**config.mk**
```make
export PLATFORM = sky130hd
export DESIGN_NAME = ddr3_ctrl_top
export DESIGN_NICKNAME = d
export VERILOG_FILES = /design/src/ddr3_pkg.sv /design/src/ddr3_init_seq.sv /design/src/ddr3_access_fsm.sv /design/src/ddr3_cmd_encoder.sv /design/src/ddr3_write_path.sv /design/src/ddr3_read_path.sv /design/src/ddr3_ctrl_top.sv
export SDC_FILE = /design/constraint.sdc
export NUM_CORES = 1
export LEC_CHECK = 0
export BUFFER_PORTS_ARGS = -buffer_cell sky130_fd_sc_hd__clkbuf_2
export CORE_AREA = 3 3 244 174
export CTS_BUF_LIST = sky130_fd_sc_hd__clkbuf_2
export CTS_CLUSTER_SIZE = 40
export DETAILED_ROUTE_END_ITERATION = 8
export DIE_AREA = 0 0 247 177
export GPL_ROUTABILITY_DRIVEN = 0
export PLACE_DENSITY = 0.78
export SYNTH_ARGS = -nofsm -noshare
export SYNTH_HDL_FRONTEND = slang
export SYNTH_HIERARCHICAL = 1
export SYNTH_SLANG_ARGS = --single-unit
```
**constraint.sdc**
```tcl
create_clock -name clk_400M -period 6.85 [get_ports clk_400M]
set_input_delay 0.685 -clock clk_400M [delete_from_list [all_inputs] [get_ports clk_400M]]
set_output_delay 0.685 -clock clk_400M [all_outputs]
set_load 0.03 [all_outputs]
```
**src/ddr3_pkg.sv**
```systemverilog
package ddr3_pkg;

   localparam int DQ_BITS    = 16;
   localparam int BA_BITS    = 3;
   localparam int ROW_BITS   = 13;
   localparam int COL_BITS   = 10;
   localparam int ADDR_BITS  = 14;
   localparam int BURST_LEN  = 8;
   localparam int BURST_BITS = BURST_LEN * DQ_BITS;
   localparam int HOST_BITS  = BA_BITS + ROW_BITS + COL_BITS;

   typedef logic [BA_BITS-1:0]    bank_t;
   typedef logic [ROW_BITS-1:0]   row_t;
   typedef logic [COL_BITS-1:0]   col_t;
   typedef logic [ADDR_BITS-1:0]  pin_addr_t;

   // Bank above row above column
   typedef logic [HOST_BITS-1:0]  host_addr_t;

   // Beat 0 in the low bits
   typedef logic [BURST_BITS-1:0] burst_t;

   typedef logic [15:0]           cycles_t;

   typedef enum logic [2:0] {
      CMD_NOP,
      CMD_MRS,
      CMD_REF,
      CMD_PRE,
      CMD_ACT,
      CMD_WR,
      CMD_RD,
      CMD_ZQCL
   } ddr3_cmd_e;

   typedef struct packed {
      ddr3_cmd_e cmd;
      bank_t     ba;
      pin_addr_t addr;
   } dram_cmd_t;

   localparam dram_cmd_t NOP_CMD = '{cmd: CMD_NOP, ba: '0, addr: '0};

   // DLL on, RZQ/4 termination, no additive latency
   localparam pin_addr_t MR1_VALUE = 14'h0004;

endpackage

```
**src/ddr3_init_seq.sv**
```systemverilog
module ddr3_init_seq #(
   parameter int T_PWR    = 16,
   parameter int T_XPR    = 48,
   parameter int T_ZQINIT = 512,
   parameter int T_MRD    = 4,
   parameter int T_MOD    = 12,
   parameter int CL       = 6,
   parameter int CWL      = 5,
   parameter int T_WR     = 6
) (
   input  logic                clk_400M,
   input  logic                rst_i,
   output ddr3_pkg::dram_cmd_t init_cmd_o,
   output logic                init_done_o,
   output logic                mem_rst_n_o,
   output logic                cke_o
);
   import ddr3_pkg::*;

   typedef enum logic [3:0] {
      POWERUP, WAIT_XPR, ZQCL, MRS3, MRS2, MRS1, MRS0, WAIT_MOD, DONE
   } state_e;

   localparam pin_addr_t MR2_WORD = pin_addr_t'((CWL - 5) << 3);
   // Write recovery, DLL reset, CAS latency, BL8
   localparam pin_addr_t MR0_WORD =
      pin_addr_t'(((T_WR - 4) << 9) | (1 << 8) | ((CL - 4) << 4));

   state_e  state_q, state_d;
   cycles_t cnt_q;
   cycles_t wait_len;
   logic    last;

   always_comb begin
      case (state_q)
         POWERUP:          wait_len = cycles_t'(T_PWR);
         WAIT_XPR:         wait_len = cycles_t'(T_XPR - 1); // ZQCL reaches pins a cycle later
         ZQCL:             wait_len = cycles_t'(T_ZQINIT);
         MRS3, MRS2, MRS1: wait_len = cycles_t'(T_MRD);
         WAIT_MOD:         wait_len = cycles_t'(T_MOD - 1);
         default:          wait_len = cycles_t'(1);
      endcase
   end

   assign last = (cnt_q == wait_len - 1'b1);

   always_comb begin
      state_d = state_q;
      if (last) begin
         case (state_q)
            POWERUP:  state_d = mem_rst_n_o ? WAIT_XPR : POWERUP; // Second half gates cke
            WAIT_XPR: state_d = ZQCL;
            ZQCL:     state_d = MRS3;
            MRS3:     state_d = MRS2;
            MRS2:     state_d = MRS1;
            MRS1:     state_d = MRS0;
            MRS0:     state_d = WAIT_MOD;
            WAIT_MOD: state_d = DONE;
            default:  state_d = DONE;
         endcase
      end
   end

   // Each command goes out in the first cycle of its state
   always_comb begin
      init_cmd_o = NOP_CMD;
      if (cnt_q == '0) begin
         case (state_q)
            ZQCL: init_cmd_o = '{cmd: CMD_ZQCL, ba: bank_t'(0), addr: pin_addr_t'(1) << 10};
            MRS3: init_cmd_o = '{cmd: CMD_MRS, ba: bank_t'(3), addr: '0};
            MRS2: init_cmd_o = '{cmd: CMD_MRS, ba: bank_t'(2), addr: MR2_WORD};
            MRS1: init_cmd_o = '{cmd: CMD_MRS, ba: bank_t'(1), addr: MR1_VALUE};
            MRS0: init_cmd_o = '{cmd: CMD_MRS, ba: bank_t'(0), addr: MR0_WORD};
            default: ;
         endcase
      end
   end

   always_ff @(posedge clk_400M) begin
      if (rst_i) begin
         state_q     <= POWERUP;
         cnt_q       <= '0;
         mem_rst_n_o <= 1'b0;
         cke_o       <= 1'b0;
      end else begin
         state_q <= state_d;
         cnt_q   <= last ? '0 : cnt_q + 1'b1;
         if (state_q == POWERUP && last) begin
            mem_rst_n_o <= 1'b1;
            cke_o       <= mem_rst_n_o;
         end
      end
   end

   assign init_done_o = (state_q == DONE);

   a_init_done_sticky: assert property (@(posedge clk_400M) disable iff (rst_i)
      init_done_o |=> init_done_o);

endmodule

```
**src/ddr3_access_fsm.sv**
```systemverilog
module ddr3_access_fsm #(
   parameter int T_RCD  = 6,
   parameter int T_WR   = 6,
   parameter int T_RP   = 6,
   parameter int T_RFC  = 44,
   parameter int T_REFI = 3120
) (
   input  logic                 clk_400M,
   input  logic                 rst_i,
   input  logic                 init_done_i,
   input  logic                 read_i,
   input  logic                 write_i,
   input  ddr3_pkg::host_addr_t address_i,
   input  ddr3_pkg::burst_t     write_data_i,
   input  logic                 wr_done_i,
   input  logic                 rd_done_i,
   output logic                 wr_load_o,
   output ddr3_pkg::burst_t     wr_data_o,
   output logic                 wr_start_o,
   output logic                 rd_start_o,
   output ddr3_pkg::dram_cmd_t  acc_cmd_o,
   output logic                 odt_o,
   output logic                 busy_o,
   output logic                 ack_o
);
   import ddr3_pkg::*;

   typedef enum logic [3:0] {
      IDLE, ACT, WAIT_RCD, WR, WAIT_WDATA, WAIT_WR,
      RD, WAIT_RDATA, PRE, WAIT_RP, REF, WAIT_RFC
   } state_e;

   state_e  state_q, state_d;
   cycles_t cnt_q;
   cycles_t wait_len;
   cycles_t ref_cnt_q;
   logic    last;
   logic    ref_due;
   logic    accept;
   logic    wr_op_q;
   logic    odt_q;
   bank_t   bank_q;
   row_t    row_q;
   col_t    col_q;

   assign ref_due   = (ref_cnt_q == '0);
   assign busy_o    = !(state_q == IDLE && init_done_i && !ref_due);
   assign accept    = !busy_o && (write_i || read_i);
   assign wr_load_o = accept && write_i; // Write wins over read
   assign wr_data_o = write_data_i;
   assign wr_start_o = (state_q == WR);
   assign rd_start_o = (state_q == RD);
   assign ack_o     = (state_q == PRE);
   assign odt_o     = odt_q;

   always_comb begin
      case (state_q)
         WAIT_RCD: wait_len = cycles_t'(T_RCD - 1);
         WAIT_WR:  wait_len = cycles_t'(T_WR - 1);
         WAIT_RP:  wait_len = cycles_t'(T_RP - 1);
         WAIT_RFC: wait_len = cycles_t'(T_RFC - 1);
         default:  wait_len = cycles_t'(1);
      endcase
   end

   assign last = (cnt_q == wait_len - 1'b1);

   always_comb begin
      state_d = state_q;
      case (state_q)
         IDLE: begin
            if (init_done_i && ref_due) state_d = REF;
            else if (accept)            state_d = ACT;
         end
         ACT:        state_d = WAIT_RCD;
         WAIT_RCD:   if (last) state_d = wr_op_q ? WR : RD;
         WR:         state_d = WAIT_WDATA;
         WAIT_WDATA: if (wr_done_i) state_d = WAIT_WR;
         WAIT_WR:    if (last) state_d = PRE;
         RD:         state_d = WAIT_RDATA;
         WAIT_RDATA: if (rd_done_i) state_d = PRE;
         PRE:        state_d = WAIT_RP;
         WAIT_RP:    if (last) state_d = IDLE;
         REF:        state_d = WAIT_RFC;
         WAIT_RFC:   if (last) state_d = IDLE;
         default:    state_d = IDLE;
      endcase
   end

   always_comb begin
      acc_cmd_o = NOP_CMD;
      case (state_q)
         ACT: acc_cmd_o = '{cmd: CMD_ACT, ba: bank_q, addr: pin_addr_t'(row_q)};
         WR:  acc_cmd_o = '{cmd: CMD_WR, ba: bank_q, addr: pin_addr_t'(col_q)};
         RD:  acc_cmd_o = '{cmd: CMD_RD, ba: bank_q, addr: pin_addr_t'(col_q)};
         PRE: acc_cmd_o = '{cmd: CMD_PRE, ba: bank_q, addr: '0}; // A10 low, one bank
         REF: acc_cmd_o = '{cmd: CMD_REF, ba: '0, addr: '0};
         default: ;
      endcase
   end

   always_ff @(posedge clk_400M) begin
      if (rst_i) begin
         state_q   <= IDLE;
         cnt_q     <= '0;
         ref_cnt_q <= '0; // First command after init is REF
         wr_op_q   <= 1'b0;
         odt_q     <= 1'b0;
      end else begin
         state_q <= state_d;
         cnt_q   <= last ? '0 : cnt_q + 1'b1;
         if (state_q == REF) begin
            ref_cnt_q <= cycles_t'(T_REFI);
         end else if (!ref_due) begin
            ref_cnt_q <= ref_cnt_q - 1'b1;
         end
         if (accept) begin
            wr_op_q <= write_i;
            odt_q   <= write_i;
         end else if (state_q == PRE) begin
            odt_q <= 1'b0;
         end
      end
   end

   always_ff @(posedge clk_400M) begin
      if (accept) begin
         {bank_q, row_q, col_q} <= address_i;
      end
   end

   a_idle_until_init: assert property (@(posedge clk_400M) disable iff (rst_i)
      (state_q != IDLE) |-> init_done_i);

   a_ack_single: assert property (@(posedge clk_400M) disable iff (rst_i)
      ack_o |=> !ack_o);

endmodule

```
**src/ddr3_cmd_encoder.sv**
```systemverilog
module ddr3_cmd_encoder (
   input  logic                 clk_400M,
   input  logic                 rst_i,
   input  ddr3_pkg::dram_cmd_t  init_cmd_i,
   input  ddr3_pkg::dram_cmd_t  acc_cmd_i,
   output logic                 cs_n_o,
   output logic                 ras_n_o,
   output logic                 cas_n_o,
   output logic                 we_n_o,
   output ddr3_pkg::bank_t      ba_o,
   output ddr3_pkg::pin_addr_t  a_o
);
   import ddr3_pkg::*;

   dram_cmd_t  sel;
   logic [3:0] strobes; // cs_n, ras_n, cas_n, we_n

   assign sel = (init_cmd_i.cmd != CMD_NOP) ? init_cmd_i : acc_cmd_i;

   always_comb begin
      case (sel.cmd)
         CMD_MRS:  strobes = 4'b0000;
         CMD_REF:  strobes = 4'b0001;
         CMD_PRE:  strobes = 4'b0010;
         CMD_ACT:  strobes = 4'b0011;
         CMD_WR:   strobes = 4'b0100;
         CMD_RD:   strobes = 4'b0101;
         CMD_ZQCL: strobes = 4'b0110;
         default:  strobes = 4'b0111; // NOP
      endcase
   end

   always_ff @(posedge clk_400M) begin
      if (rst_i) begin
         {cs_n_o, ras_n_o, cas_n_o, we_n_o} <= 4'b1111;
         ba_o <= '0;
         a_o  <= '0;
      end else begin
         {cs_n_o, ras_n_o, cas_n_o, we_n_o} <= strobes;
         ba_o <= sel.ba;
         a_o  <= sel.addr;
      end
   end

   a_one_source: assert property (@(posedge clk_400M) disable iff (rst_i)
      !(init_cmd_i.cmd != CMD_NOP && acc_cmd_i.cmd != CMD_NOP));

endmodule

```
**src/ddr3_write_path.sv**
```systemverilog
module ddr3_write_path #(
   parameter int CWL = 5
) (
   input  logic                          clk_400M,
   input  logic                          rst_i,
   input  logic                          wr_load_i,
   input  ddr3_pkg::burst_t              wr_data_i,
   input  logic                          wr_start_i,
   output logic [ddr3_pkg::DQ_BITS-1:0]  dq_o,
   output logic                          dq_oe_o,
   output logic                          wr_done_o
);
   import ddr3_pkg::*;

   localparam int BEAT_W = $clog2(BURST_LEN);
   localparam logic [BEAT_W-1:0] BEAT_LAST = BEAT_W'(BURST_LEN - 1);

   burst_t              data_q;
   cycles_t             lat_q;
   logic [BEAT_W-1:0]   beat_q;
   logic                emit;

   // Latency counts from the struct, the pins lag by one register
   assign emit = (lat_q == cycles_t'(1)) || (dq_oe_o && beat_q != BEAT_LAST);

   always_ff @(posedge clk_400M) begin
      if (rst_i) begin
         lat_q     <= '0;
         beat_q    <= '0;
         dq_oe_o   <= 1'b0;
         wr_done_o <= 1'b0;
      end else begin
         if (wr_start_i) begin
            lat_q <= cycles_t'(CWL);
         end else if (lat_q != '0) begin
            lat_q <= lat_q - 1'b1;
         end
         dq_oe_o   <= emit;
         beat_q    <= dq_oe_o ? beat_q + 1'b1 : '0;
         wr_done_o <= dq_oe_o && beat_q == BEAT_LAST;
      end
   end

   always_ff @(posedge clk_400M) begin
      if (wr_load_i) begin
         data_q <= wr_data_i;
      end else if (emit) begin
         data_q <= data_q >> DQ_BITS;
      end
      if (emit) begin
         dq_o <= data_q[DQ_BITS-1:0];
      end
   end

   a_wr_window: assert property (@(posedge clk_400M) disable iff (rst_i)
      wr_start_i |-> ##(CWL + 1) dq_oe_o [*BURST_LEN] ##1 !dq_oe_o);

endmodule

```
**src/ddr3_read_path.sv**
```systemverilog
module ddr3_read_path #(
   parameter int CL = 6
) (
   input  logic                          clk_400M,
   input  logic                          rst_i,
   input  logic                          rd_start_i,
   input  logic [ddr3_pkg::DQ_BITS-1:0]  dq_i,
   output ddr3_pkg::burst_t              read_data_o,
   output logic                          rd_done_o
);
   import ddr3_pkg::*;

   localparam int BEAT_W = $clog2(BURST_LEN);
   localparam logic [BEAT_W-1:0] BEAT_LAST = BEAT_W'(BURST_LEN - 1);

   burst_t              sh_q;
   cycles_t             lat_q;
   logic [BEAT_W-1:0]   beat_q;
   logic                cap_q;
   logic                last_beat;

   assign last_beat = cap_q && (beat_q == BEAT_LAST);

   always_ff @(posedge clk_400M) begin
      if (rst_i) begin
         lat_q     <= '0;
         beat_q    <= '0;
         cap_q     <= 1'b0;
         rd_done_o <= 1'b0;
      end else begin
         if (rd_start_i) begin
            lat_q <= cycles_t'(CL);
         end else if (lat_q != '0) begin
            lat_q <= lat_q - 1'b1;
         end
         if (lat_q == cycles_t'(1)) begin
            cap_q  <= 1'b1;
            beat_q <= '0;
         end else if (last_beat) begin
            cap_q <= 1'b0;
         end else if (cap_q) begin
            beat_q <= beat_q + 1'b1;
         end
         rd_done_o <= last_beat;
      end
   end

   // New beats enter at the top, beat 0 ends in the low bits
   always_ff @(posedge clk_400M) begin
      if (cap_q) begin
         sh_q <= {dq_i, sh_q[BURST_BITS-1:DQ_BITS]};
      end
      if (last_beat) begin
         read_data_o <= {dq_i, sh_q[BURST_BITS-1:DQ_BITS]};
      end
   end

   a_no_overlap: assert property (@(posedge clk_400M) disable iff (rst_i)
      (cap_q || lat_q != '0) |-> !rd_start_i);

endmodule

```
**src/ddr3_ctrl_top.sv**
```systemverilog
module ddr3_ctrl_top #(
   parameter int CL       = 6,
   parameter int CWL      = 5,
   parameter int T_RCD    = 6,
   parameter int T_RP     = 6,
   parameter int T_WR     = 6,
   parameter int T_MRD    = 4,
   parameter int T_MOD    = 12,
   parameter int T_RFC    = 44,
   parameter int T_XPR    = 48,
   parameter int T_ZQINIT = 512,
   parameter int T_PWR    = 16,
   parameter int T_REFI   = 3120
) (
   input  logic                          clk_400M,
   input  logic                          rst_i,
   input  logic                          read_i,
   input  logic                          write_i,
   input  ddr3_pkg::host_addr_t          address_i,
   input  ddr3_pkg::burst_t              write_data_i,
   output ddr3_pkg::burst_t              read_data_o,
   output logic                          ack_o,
   output logic                          busy_o,
   output logic                          mem_rst_n_o,
   output logic                          cke_o,
   output logic                          cs_n_o,
   output logic                          ras_n_o,
   output logic                          cas_n_o,
   output logic                          we_n_o,
   output ddr3_pkg::bank_t               ba_o,
   output ddr3_pkg::pin_addr_t           a_o,
   output logic                          odt_o,
   output logic [ddr3_pkg::DQ_BITS-1:0]  dq_o,
   output logic                          dq_oe_o,
   input  logic [ddr3_pkg::DQ_BITS-1:0]  dq_i
);
   import ddr3_pkg::*;

   dram_cmd_t init_cmd, acc_cmd;
   burst_t    wr_data;
   logic      init_done;
   logic      wr_load, wr_start, wr_done;
   logic      rd_start, rd_done;

   ddr3_init_seq #(
      .T_PWR(T_PWR), .T_XPR(T_XPR), .T_ZQINIT(T_ZQINIT), .T_MRD(T_MRD),
      .T_MOD(T_MOD), .CL(CL), .CWL(CWL), .T_WR(T_WR)
   ) u_init (
      .clk_400M, .rst_i,
      .init_cmd_o(init_cmd), .init_done_o(init_done),
      .mem_rst_n_o, .cke_o
   );

   ddr3_access_fsm #(
      .T_RCD(T_RCD), .T_WR(T_WR), .T_RP(T_RP), .T_RFC(T_RFC), .T_REFI(T_REFI)
   ) u_access (
      .clk_400M, .rst_i, .init_done_i(init_done),
      .read_i, .write_i, .address_i, .write_data_i,
      .wr_done_i(wr_done), .rd_done_i(rd_done),
      .wr_load_o(wr_load), .wr_data_o(wr_data),
      .wr_start_o(wr_start), .rd_start_o(rd_start),
      .acc_cmd_o(acc_cmd), .odt_o, .busy_o, .ack_o
   );

   ddr3_cmd_encoder u_enc (
      .clk_400M, .rst_i, .init_cmd_i(init_cmd), .acc_cmd_i(acc_cmd),
      .cs_n_o, .ras_n_o, .cas_n_o, .we_n_o, .ba_o, .a_o
   );

   ddr3_write_path #(.CWL(CWL)) u_wr (
      .clk_400M, .rst_i, .wr_load_i(wr_load), .wr_data_i(wr_data),
      .wr_start_i(wr_start), .dq_o, .dq_oe_o, .wr_done_o(wr_done)
   );

   ddr3_read_path #(.CL(CL)) u_rd (
      .clk_400M, .rst_i, .rd_start_i(rd_start), .dq_i,
      .read_data_o, .rd_done_o(rd_done)
   );

endmodule

```
# == Word-level counts from Yosys, hierarchy flattened ==
# Cells that the tools add are included.
# word_totals
regBits,549
latchBits,0
memories,0
in_bits,174
mem_bits_ro,0
out_inout_bits,171
mem_bits_rw,0
word_cells,151
# op_classes
n_div,0
reduce_logical,37
n_mux,30
bitwise_logic,2
n_eq_ne,40
multipliers,0
addsub,9
n_lt_le_gt_ge,0
n_shift,0
# ops
cell,n
two-way mux 128 bit,2
case mux 20 bit (5 select lines),2
case mux 10 bit (5 select lines),1
subtractor 16 x 1 -> 16 bit (second input constant),3
case mux 4 bit (11 select lines),1
two-way mux 20 bit,2
adder 16 x 1 -> 16 bit (second input constant),2
== test 16 x 1 -> 1 bit (second input constant),2
== test 16 bit,2
== test 4 x 3 -> 1 bit (second input constant),8
logical NOT 16 bit,2
nonzero test 16 bit,2
two-way mux 4 bit,7
case mux 4 bit (7 select lines),1
two-way mux 12 bit,2
case mux 3 bit (7 select lines),1
== test 4 bit (second input constant),5
== test 3 bit (second input constant),6
== test 4 x 2 -> 1 bit (second input constant),4
OR reduction 2 bit,8
two-way mux 3 bit,5
case mux 6 bit (2 select lines),1
subtractor 10 x 1 -> 11 bit (second input constant),1
!= test 2 x 1 -> 1 bit (second input constant),5
other kinds (19),43

# == Logic depth before layout (Yosys ltp) ==
# Gate-level depths: netlist of run 1.
# depth
ltp_word,7
depth_mapped,14
mapped_depth_nobuf,12

# == Hierarchy ==
# The synthesis of run 1 kept the hierarchy.
# modules_own_cells
mod,cells_each,area_per_inst_um2,n_inst,seq_area_each_um2
ddr3_read_path,360,8293.0,1,7627.3
ddr3_write_path,401,6816.5,1,4744.6
ddr3_access_fsm,429,3911.3,1,1541.5
ddr3_init_seq,181,1461.4,1,440.4
ddr3_cmd_encoder,96,808.3,1,420.4

# == Worst setup path after synthesis of run 1 ==
# No wires, ideal clock.
# synth_path
path_type,reg-to-reg
from,reg u_rd.cap_q
to,reg u_rd.read_data_o[0] (enable)
setup_time_ns,0.502
n_path_buf,0
stages_incl_launch_ff,2
slack_ns,0.393
arrival_time_ns,5.955
period_less_slack_ns,6.457
required_ns,6.348
path_cell_list,dfxtp_1 and2_1
# synth_between
elab_chain_cells,1
# synth_lines
element,line,text
start: declaration,ddr3_read_path.sv:19,logic cap_q;
start signal: assignment,ddr3_read_path.sv:28,cap_q <= 1'b0;
start signal: assignment,ddr3_read_path.sv:37,cap_q <= 1'b1;
start signal: assignment,ddr3_read_path.sv:40,cap_q <= 1'b0;
logical AND 1 bit,ddr3_read_path.sv:22,assign last_beat = cap_q && (beat_q == BEAT_LAST);
net u_rd.last_beat,ddr3_read_path.sv:20,logic last_beat;
end signal: assignment,ddr3_read_path.sv:54,"read_data_o <= {dq_i, sh_q[BURST_BITS-1:DQ_BITS]};"
end: declaration,ddr3_read_path.sv:8,"output ddr3_pkg::burst_t read_data_o,"
# The timed path passes the listed nets, and every way through them passes these cells.
# A chain may end at the register's enable or synchronous reset.

# == Worst setup path after layout of run 1 ==
# layout_path
from,reg u_init.state_q[3]
to,"reg u_wr.data_q[111], data pin"
# layout_between
elab_chain_cells,6
# layout_lines
element,line,text
start: declaration,ddr3_init_seq.sv:29,"state_e state_q, state_d;"
start signal: assignment,ddr3_init_seq.sv:86,state_q <= state_d;
== test 4 bit,ddr3_init_seq.sv:95,assign init_done_o = (state_q == DONE);
net init_done,ddr3_ctrl_top.sv:41,logic init_done;
logical AND 1 bit (2 in a row),ddr3_access_fsm.sv:47,assign busy_o = !(state_q == IDLE && init_done_i && !ref_due);
logical AND 1 bit,ddr3_access_fsm.sv:48,assign accept = !busy_o && (write_i || read_i);
logical AND 1 bit,ddr3_access_fsm.sv:49,assign wr_load_o = accept && write_i;
net wr_load,ddr3_ctrl_top.sv:42,"logic wr_load, wr_start, wr_done;"
two-way mux 128 bit,ddr3_write_path.sv:45,if (wr_load_i) begin
end signal: assignment,ddr3_write_path.sv:46,data_q <= wr_data_i;
end signal: assignment,ddr3_write_path.sv:48,data_q <= data_q >> DQ_BITS;
end: declaration,ddr3_write_path.sv:18,burst_t data_q;
# The timed path passes the listed nets, and every way through them passes these cells.

==> results of run 1 <==
-- per-layer routing --
| layer | routed length (um) | vias to the layer above | track usage [%] |
|---|---|---|---|
| met2 | 23940 | 471 | 35.74 |
| met4 | 1539 | 0 | 9.189 |
| met3 | 3000 | 102 | 5.678 |
| met1 | 18960 | 6441 | 26.33 |
| li1 | - | 6281 | - |
| met5 | 0 | - | 0 |
-- registers in the layout, summed over array words and instances (netlist names), 3 cells and up --
signal              cells
u_access/bank_q         3
u_access/cnt_q         16
u_access/col_q         10
u_access/ref_cnt_q     16
u_access/row_q         13
u_access/state_q        4
u_enc/a_o              14
u_enc/ba_o              3
u_init/cnt_q           16
u_init/state_q          4
u_rd/beat_q             3
u_rd/lat_q             16
u_rd/read_data_o      128
u_rd/sh_q             112
u_wr/beat_q             3
u_wr/data_q           128
u_wr/dq_o              16
u_wr/lat_q             16
-- per-stage QoR --
stage	power (mW)	util, %
6_report	8.386	63.26
5_1_grt	8.855	63.26
4_1_cts	8.389	63.24
3_5_place_dp	6.393	56.29
3_3_place_gp	6.276	56.29
2_1_floorplan	6.004	-
-- final timing paths --
check                                to               from  cells past startpoint
setup / recovery       u_wr/data_q[111]  u_init/state_q[3]                      6
setup reg to reg       u_wr/data_q[111]  u_init/state_q[3]                      6
hold / removal           u_access/odt_o            write_i                      3
hold reg to reg   u_rd/read_data_o[100]     u_rd/sh_q[116]                      0
-- cell usage after synthesis (3+ instances only) --
cell	instances	area, um^2
edfxtp_1	410	12310
buf_4	143	1074
dfxtp_1	123	2462
mux2_2	114	1284
nor2_1	83	311.6
nand2_1	70	262.8
a21oi_1	64	320.3
clkbuf_1	41	153.9
inv_1	31	116.4
nand3_1	28	140.1
and2_1	25	156.4
o21ai_0	22	110.1
or3_1	22	137.6
xor2_1	21	183.9
xnor2_1	20	175.2
nor4_1	19	118.9
ha_1	17	212.7
nor3_1	16	80.08
o31ai_1	12	90.09
nand4_1	11	68.82
nor2b_1	11	68.82
a22o_1	10	87.58
and3_1	9	56.30
mux2i_1	9	90.09
or2_2	9	56.30
or4_1	8	60.06
nand2b_1	7	43.79
or4_4	7	78.83
a31oi_1	6	37.54
a41o_1	5	50.05
buf_6	5	56.30
o211ai_1	5	37.54
nor4_2	4	50.05
a211oi_1	3	22.52
a31o_2	3	26.28
and4_1	3	26.28
buf_2	3	15.01
nand3b_1	3	22.52
nor3_4	3	48.80
nor4b_1	3	26.28
o41ai_1	3	26.28
or4bb_1	3	33.78
-- cell families after synthesis --
group | Yosys count | synth area share, %
compound gates | 161 | 4.972
xor+xnor | 41 | 1.687
fa+ha+maj | 17 | 0.9990
buf+inv | 227 | 6.782
flops | 533 | 69.39
mux | 123 | 6.453
other cells | 2 | 0.03527
simple gates | 363 | 9.679
-- power by group through the flow --
stage,Combinational (mW),Sequential (mW),Clock [mW]
floorplan,1.27,4.73,0
global placement,1.62,4.65,0
finish,1.81,4.64,1.94
detailed placement,1.70,4.70,0
CTS,1.79,4.62,1.98
global route,1.98,4.70,2.17
-- layout make-up --
| cell class | instances | area (um^2) | share of cell area [%] |
|---|---|---|---|
| antenna | 4 | 10.01 | 0.03964 |
| clock buffer | 174 | 870.8 | 3.449 |
| clock inverter | 37 | 188.9 | 0.7482 |
| inverter | 32 | 125.1 | 0.4955 |
| multi-input combinational | 717 | 5124 | 20.29 |
| sequential | 533 | 14780 | 58.52 |
| tap | 535 | 669.4 | 2.651 |
| timing repair buffer | 522 | 3486 | 13.80 |
-- critical path, cell delays in order, from the launching register on --
cell and delay, ns:
dfxtp_1 0.74, nor4b_1 0.62, and2_1 0.30, nand3_1 0.34
inv_4 0.57, buf_4 0.83, mux2_2 0.43
-- timing repair --
| action | 4_1_cts | 5_1_grt |
|---|---|---|
| hold buffers | 171 | 0 |
| endpoints found under the hold margin | 188 | 0 |
| gates resized for setup | 0 | 0 |
==> flow_summary_export.csv, run 1 <==
group,metric,value,unit
floorplanning,start_util,53.34,%
layout,finalInstanceArea,0.02525,mm^2
grt,grt_pass1_wl,72960,um
timing,worst_pin_slew,1.104,ns
timing,rsz0062_at_grt,"no",
routing,wirelength,47440,um
clock_network,cts_tree,"yes",
place,portBuffers,344,
synth,synthFlopType,"edfxtp_1",
timing,fmax,240.4,MHz
power_and_ir_drop,irDropWorstVdd,246.7,uV
synth,synth_edf_count,410,
floorplanning,rows,61,
timing,finalHoldViolCount,0,
layout,final_common_cell,"clkbuf_2",
worst_hold_path,hold_class,"primary input to flip-flop",
clock_network,cts_buffers,118,
power_and_ir_drop,internal_power,5.731,mW
flow_run,maxCapViolCount,0,
power_and_ir_drop,p_leak,9.549,nW
floorplanning,die_w,247,um
floorplanning,top_level_ports,345,
routing,detail_route.wl_per_cell,18.58,um
place,placed_area,0.02247,mm^2
timing,slew_violations,0,
routing,vias,13300,
timing,slew_headroom,25.91,%
floorplanning,fp.dieH,177,um
power_and_ir_drop,sw_frac_of_total,31.66,%
layout,drive_above_1_share,34.54,%
clock_network,clk_pin_slew_worst_paths,0.10,ns
grt,grt_start_max_net_pins,80,
critical_path,crit_required,7.64,ns
floorplanning,core_area,0.03992,mm^2
grt,antenna_found_initial,4,
layout,stdcell_count,2554,
power_and_ir_drop,clockPowerShare,23.1,%
routing,viasPerCell,5.206,
clock_network,post_cts_buffers,0,
timing,finalSetupViolCount,0,
timing,min_period_over_period,60.73,%
timing,tns,0,ns
clock_network,cts-root-buf,"clkbuf_2",
timing,fin_worst_skew,0.09818,ns
critical_path,worstPathMaxFanout,79,
synth,ys_ff_latch,533,
critical_path,startpoint_type,"flip-flop",
timing,timing.final.ws_setup,2.690,ns
critical_path,path_class,"flip-flop to flip-flop",
power_and_ir_drop,seqPwrFrac,55.3,%
layout,most-common-layout-cells,"clkbuf_2, edfxtp_1, dlygate4sd3_1",
synth,synth_cells,1467,
routing,drt_iter0_markers,1271,
timing,period_minus_slack,4.160,ns
synth,ys_seq_area_share,69.39,%
clock_network,cts_max_level,3,
power_and_ir_drop,switchingPower,2.655,mW
synth,postSynthAreaPerCell,14.51,um^2
critical_path,critical_path.endpoint_type,"flip-flop",
place,hpwl,29160,um
power_and_ir_drop,combPwrFrac,21.5,%
place,placed_cells,2168,
clock_network,clock_sinks,533,
clock_network,cts_buffer_depth,3,
synth,synth.cell_area,0.02129,mm^2
layout,final.fill_count,2820,
grt,gr-usage-all-layers,21.36,%
layout,area_delta_synth_final,18.61,%
timing,timing.hold.ws,0.1889,ns
synth,yosysUniqueCellTypes,82,
synth,async_flop_share,0,%
floorplanning,die_area,0.04372,mm^2
critical_path,r2r_setup_slack,2.69,ns
power_and_ir_drop,power_density,332.1,mW/mm^2
routing,antenna_left,0,
grt,gr-total-overflow,0,
synth,yosysWarnings,6,
grt,grt_pass1_vias,13800,
layout,nets,2115,
critical_path,cp_data_arrival_time,4.95,ns
routing,dr.pass1.iters,5,
clock_network,clk_latency,1.10,ns
place,dp_worst_setup_slack,2.813,ns
run_status,outcome,"finished, final reports clean",
routing,drc,0,
No activity file was read; power rests on OpenSTA's default activity.
==> run 2, diff against run 1 <==
Settings changed: CORE_AREA 3 3 244 174 to 3 3 233 167, DIE_AREA 0 0 247 177 to 0 0 236 170, PLACE_DENSITY 0.78 to 0.81.
Clock period 6.85 ns to 4.25 ns, I/O delays scaled along.
==> run 2 against run 1 <==
Effect of this change:
- non-clock buffer count is 19 higher
- sequential share of layout area is 0.40 points lower
- die area is 8.2% lower
- routed wire length is 7.5% higher
- power is 64% higher
- highest routed layer is now met5
- combinational power is 67% higher
==> flow_summary_export.csv, run 2 (synthesized netlist as in run 1, its figures left out) <==
group,metric,value,unit
layout,nets,2130,
power_and_ir_drop,power_density,541.6,mW/mm^2
grt,grt_pass1_wl,77670,um
place,placed_cells,2125,
floorplanning,core_area,0.03684,mm^2
floorplanning,top_level_ports,345,
grt,gr-usage-all-layers,24.69,%
timing,tns,0,ns
run_status,outcome,"finished, final reports clean",
power_and_ir_drop,p_leak,9.655,nW
place,dp_worst_setup_slack,0.9972,ns
critical_path,startpoint_type,"flip-flop",
clock_network,cts_buffers,114,
place,portBuffers,344,
critical_path,worstPathMaxFanout,9,
layout,top_regs,"u_rd/read_data_o x128, u_wr/data_q x128, u_rd/sh_q x112",
grt,antenna_found_initial,8,
floorplanning,die_w,236,um
clock_network,cts_buffer_depth,3,
timing,slew_violations,0,
routing,drc,0,
clock_network,cts-root-buf,"clkbuf_2",
routing,detail_route.wl_per_cell,20.26,um
clock_network,clock_sinks,533,
routing,wirelength,51000,um
critical_path,path_class,"flip-flop to primary output",
power_and_ir_drop,clockPowerShare,23.5,%
critical_path,r2r-start,"u_init/state_q[3]",
floorplanning,start_util,57.80,%
flow_run,maxCapViolCount,0,
power_and_ir_drop,sw_frac_of_total,31.90,%
timing,timing.final.ws_setup,0.5774,ns
clock_network,cts_max_level,3,
timing,fin_worst_skew,0.1090,ns
clock_network,clk_latency,1.07,ns
timing,rsz0062_at_grt,"no",
timing,fmax,272.3,MHz
routing,drt_iter0_markers,1348,
timing,period_minus_slack,3.673,ns
layout,drive_above_1_share,34.65,%
grt,grt_start_max_net_pins,80,
critical_path,critPathLaunch,"u_access/ref_cnt_q[10]",
critical_path,critical_path.endpoint_type,"primary output",
critical_path,crit_required,3.83,ns
grt,grt_pass1_vias,14040,
grt,gr-total-overflow,0,
floorplanning,die_area,0.04012,mm^2
routing,antenna_left,0,
worst_hold_path,hold_class,"primary input to flip-flop",
critical_path,cp_data_arrival_time,3.25,ns
floorplanning,fp.dieH,170,um
power_and_ir_drop,switchingPower,4.393,mW
power_and_ir_drop,internal_power,9.377,mW
clock_network,clk_pin_slew_worst_paths,0.15,ns
timing,finalHoldViolCount,0,
routing,vias,13690,
layout,final_common_cell,"clkbuf_2",
layout,stdcell_count,2517,
timing,slew_headroom,16.84,%
power_and_ir_drop,combPwrFrac,22.0,%
power_and_ir_drop,irDropWorstVdd,359.7,uV
routing,viasPerCell,5.437,
power_and_ir_drop,seqPwrFrac,54.5,%
place,hpwl,30250,um
floorplanning,rows,59,
timing,finalSetupViolCount,0,
timing,min_period_over_period,86.42,%
routing,dr.pass1.iters,5,
clock_network,cts_tree,"yes",
layout,area_delta_synth_final,19.42,%
layout,most-common-layout-cells,"clkbuf_2, edfxtp_1, dlygate4sd3_1",
worst_hold_path,holdCritStartpoint,"dq_i[2]",
timing,worst_pin_slew,1.239,ns
-- run 2: timing repair --
action | in CTS | in global routing
resized for setup | 0 | 0
hold endpoints to repair | 189 | 2
setup buffers | 0 | 0
hold buffers | 184 | 2
-- run 2: through the flow --
step | hold slack, ns | util (%) | power (mW) | instance area (um^2)
CTS | 0.0004416 | 68.92 | 13.64 | 25390
floorplan | 0.4003 | - | 9.660 | 21330
finish | 0.1135 | 69.02 | 13.77 | 25420
global placement | 0.4005 | 61.06 | 10.17 | 22490
detailed placement | 0.4045 | 61.06 | 10.38 | 22490
global route | 0.002061 | 69.02 | 14.45 | 25420
-- run 2: area by class of cell --
class                           count  area, um^2
Fill cell                        2343       11410
Tap cell                          488       610.6
Clock inverter                     27       190.2
Sequential cell                   533       14780
Inverter                           32       125.1
Multi-Input combinational cell    717        5124
Antenna cell                        6       15.01
Timing Repair Buffer              541        3716
Clock buffer                      173       865.8
-- run 2: final timing paths --
path	cells after the start	slack, ns	to
worst max-delay path	5	0.58	busy_o
worst min-delay path	2	0.11	u_rd/read_data_o[114]
worst min register to register	0	0.40	u_rd/read_data_o[7]
worst max register to register	6	0.99	u_wr/data_q[67]
-- run 2: metal layers --
metal | GRT usage (%) | wire length, um | vias to the layer above
met2 | 42.28 | 25760 | 682
met5 | 0 | 19 | -
met1 | 30.27 | 19530 | 6562
met3 | 6.334 | 3802 | 145
met4 | 10.10 | 1891 | 4
li1 | - | - | 6293
-- run 2: critical path, cell delays in order, from the launching register on --
cell,delay [ns]
dfxtp_1,0.37
or4_4,0.55
or4b_4,0.57
or2_1,0.34
nand2_1,0.20
clkbuf_2,0.24
-- run 2: power by group through the flow --
stage / Sequential, mW / Combinational [mW] / Clock (mW)
final: 7.50 / 3.03 / 3.24
after global routing: 7.60 / 3.30 / 3.56
after CTS: 7.46 / 2.97 / 3.22
after detailed placement: 7.58 / 2.81 / 0
after global placement: 7.50 / 2.67 / 0
after floorplan: 7.61 / 2.05 / 0
==> run 3, diff against run 2 <==
Settings changed: PLACE_DENSITY 0.81 to 0.86.
==> run 3 against run 2 <==
Effect of this change:
- setup slack worse by 0.018 ns
- highest routed layer is now met4
- clock skew is 0.028 ns higher
- critical path depth stayed put
- via count is 1.3% higher
- largest cell class unchanged
- hold slack better by 0.0086 ns
- register-to-register slack worse by 0.36 ns
- largest power group unchanged
==> flow_summary_export.csv, run 3 (synthesized netlist as in run 1, its figures left out) <==
group,metric,value,unit
routing,dr.pass1.iters,5,
place,portBuffers,344,
critical_path,crit_required,3.83,ns
timing,finalSetupViolCount,0,
layout,top_regs,"u_rd/read_data_o x128, u_wr/data_q x128, u_rd/sh_q x112",
layout,most-common-layout-cells,"clkbuf_2, edfxtp_1, dlygate4sd3_1",
layout,nets,2141,
layout,final_util,69.40,%
floorplanning,rows,59,
timing,period_minus_slack,3.691,ns
power_and_ir_drop,p_leak,9.712,nW
critical_path,slowest_stage,"or4b_4",
timing,timing.hold.ws,0.1221,ns
critical_path,crit_chain,"or4_4 > or4b_4 > or2_1 > nand2_1 > clkbuf_2",
layout,drive_above_1_share,34.31,%
clock_network,clk_pin_slew_worst_paths,0.12,ns
critical_path,critPathBufInv,1,
floorplanning,die_area,0.04012,mm^2
clock_network,post_cts_buffers,0,
critical_path,path_class,"flip-flop to primary output",
grt,grt_pass1_vias,14170,
clock_network,clock_sinks,533,
critical_path,critical_path.endpoint_type,"primary output",
critical_path,startpoint_type,"flip-flop",
timing,min_period_over_period,86.85,%
layout,final_common_cell,"clkbuf_2",
routing,viasPerCell,5.447,
timing,fin_worst_skew,0.1369,ns
grt,grt_pass1_wl,78050,um
timing,fmax,270.9,MHz
place,hpwl,28610,um
clock_network,cts_max_level,3,
clock_network,clk_latency,1.11,ns
critical_path,cp_top_family,"simple AND/OR/NAND/NOR gates",
timing,worst_pin_slew,1.032,ns
place,placed_area,0.02250,mm^2
floorplanning,top_level_ports,345,
routing,wirelength,50880,um
place,placed_cells,2126,
layout,finalInstanceArea,0.02556,mm^2
run_status,outcome,"finished, final reports clean",
floorplanning,fp.dieH,170,um
timing,finalHoldViolCount,0,
timing,rsz0062_at_grt,"no",
floorplanning,core_area,0.03684,mm^2
clock_network,cts_buffers,116,
grt,gr-usage-all-layers,24.88,%
layout,area_delta_synth_final,20.08,%
floorplanning,start_util,57.80,%
routing,detail_route.wl_per_cell,19.99,um
layout,stdcell_count,2545,
clock_network,cts_tree,"yes",
critical_path,slowest_delay,0.58,ns
routing,vias,13860,
timing,slew_headroom,30.72,%
grt,gr-total-overflow,0,
timing,tns,0,ns
critical_path,cp_data_arrival_time,3.27,ns
grt,antenna_found_initial,8,
power_and_ir_drop,power_density,539.1,mW/mm^2
routing,antenna_left,0,
floorplanning,die_w,236,um
worst_hold_path,hold_class,"primary input to flip-flop",
timing,slew_violations,0,
clock_network,cts-root-buf,"clkbuf_2",
critical_path,worstPathMaxFanout,9,
routing,drc,0,
grt,grt_start_max_net_pins,100,
flow_run,maxCapViolCount,0,
routing,drt_iter0_markers,1377,
clock_network,cts_buffer_depth,3,
power_and_ir_drop,irDropWorstVdd,400.6,uV
## run 3: changes by cell type in the layout (fill, tap and decap cells not counted), sizes merged
cell         delta
dlygate4sd3     +8
clkbuf          +1
bufinv          -1
clkinv         +16
buf             +1
inv             +1
diode           +2
## run 3: metal layers
layer,up-vias,wire length (um),GRT usage (%)
li1,6343,-,-
met1,6724,19040,29.06
met2,654,26310,43.14
met3,142,3522,6.869
met4,0,2003,11.68
met5,-,0,0
## run 3: worst paths after layout
| kind | depth (start not counted) | slack, ns | endpoint | from |
|---|---|---|---|---|
| setup / recovery | 5 | 0.56 | busy_o | u_access/ref_cnt_q[10] |
| hold / removal | 2 | 0.12 | u_access/col_q[0] | address_i[0] |
| setup reg to reg | 6 | 0.63 | u_wr/data_q[36] | u_init/state_q[3] |
| hold reg to reg | 0 | 0.37 | u_rd/read_data_o[54] | u_rd/sh_q[70] |
## run 3: through the flow
stage	total power [mW]	setup slack (ns)
6_report	13.78	0.5589
5_1_grt	14.48	0.3208
4_1_cts	13.63	0.4458
3_5_place_dp	10.35	0.7882
3_3_place_gp	10.14	0.9567
2_1_floorplan	9.660	0.005407
## run 3: power by group
part | total (mW) | internal, mW | switching (mW) | leakage [nW]
logic | 2.98 | 1.26 | 1.73 | 4.17
registers | 7.53 | 6.91 | 0.612 | 4.72
clock network | 3.27 | 1.19 | 2.09 | 0.828
## run 3: worst reg2reg max path, cell delays in order, from the launching register on
cell     delay (ns)
dfxtp_1        0.75
nor4b_1        0.63
and2_1         0.30
nand3_1        0.28
inv_4          0.45
or2_4          0.57
buf_4          0.36
## run 3: timing repair
item | CTS | global route
hold buffers | 192 | 2
resized for setup | 0 | 0
hold endpoints to repair | 192 | 2
## run 3: layout make-up
| class | instances | area (um^2) |
|---|---|---|
| repair buffers | 550 | 3804 |
| fillers | 2330 | 11270 |
| flip-flops and latches | 533 | 14780 |
| clock buffers | 174 | 870.8 |
| clock inverters | 43 | 232.7 |
| well taps | 488 | 610.6 |
| inverters | 32 | 125.1 |
| multi-input cells | 717 | 5124 |
| diodes | 8 | 20.02 |
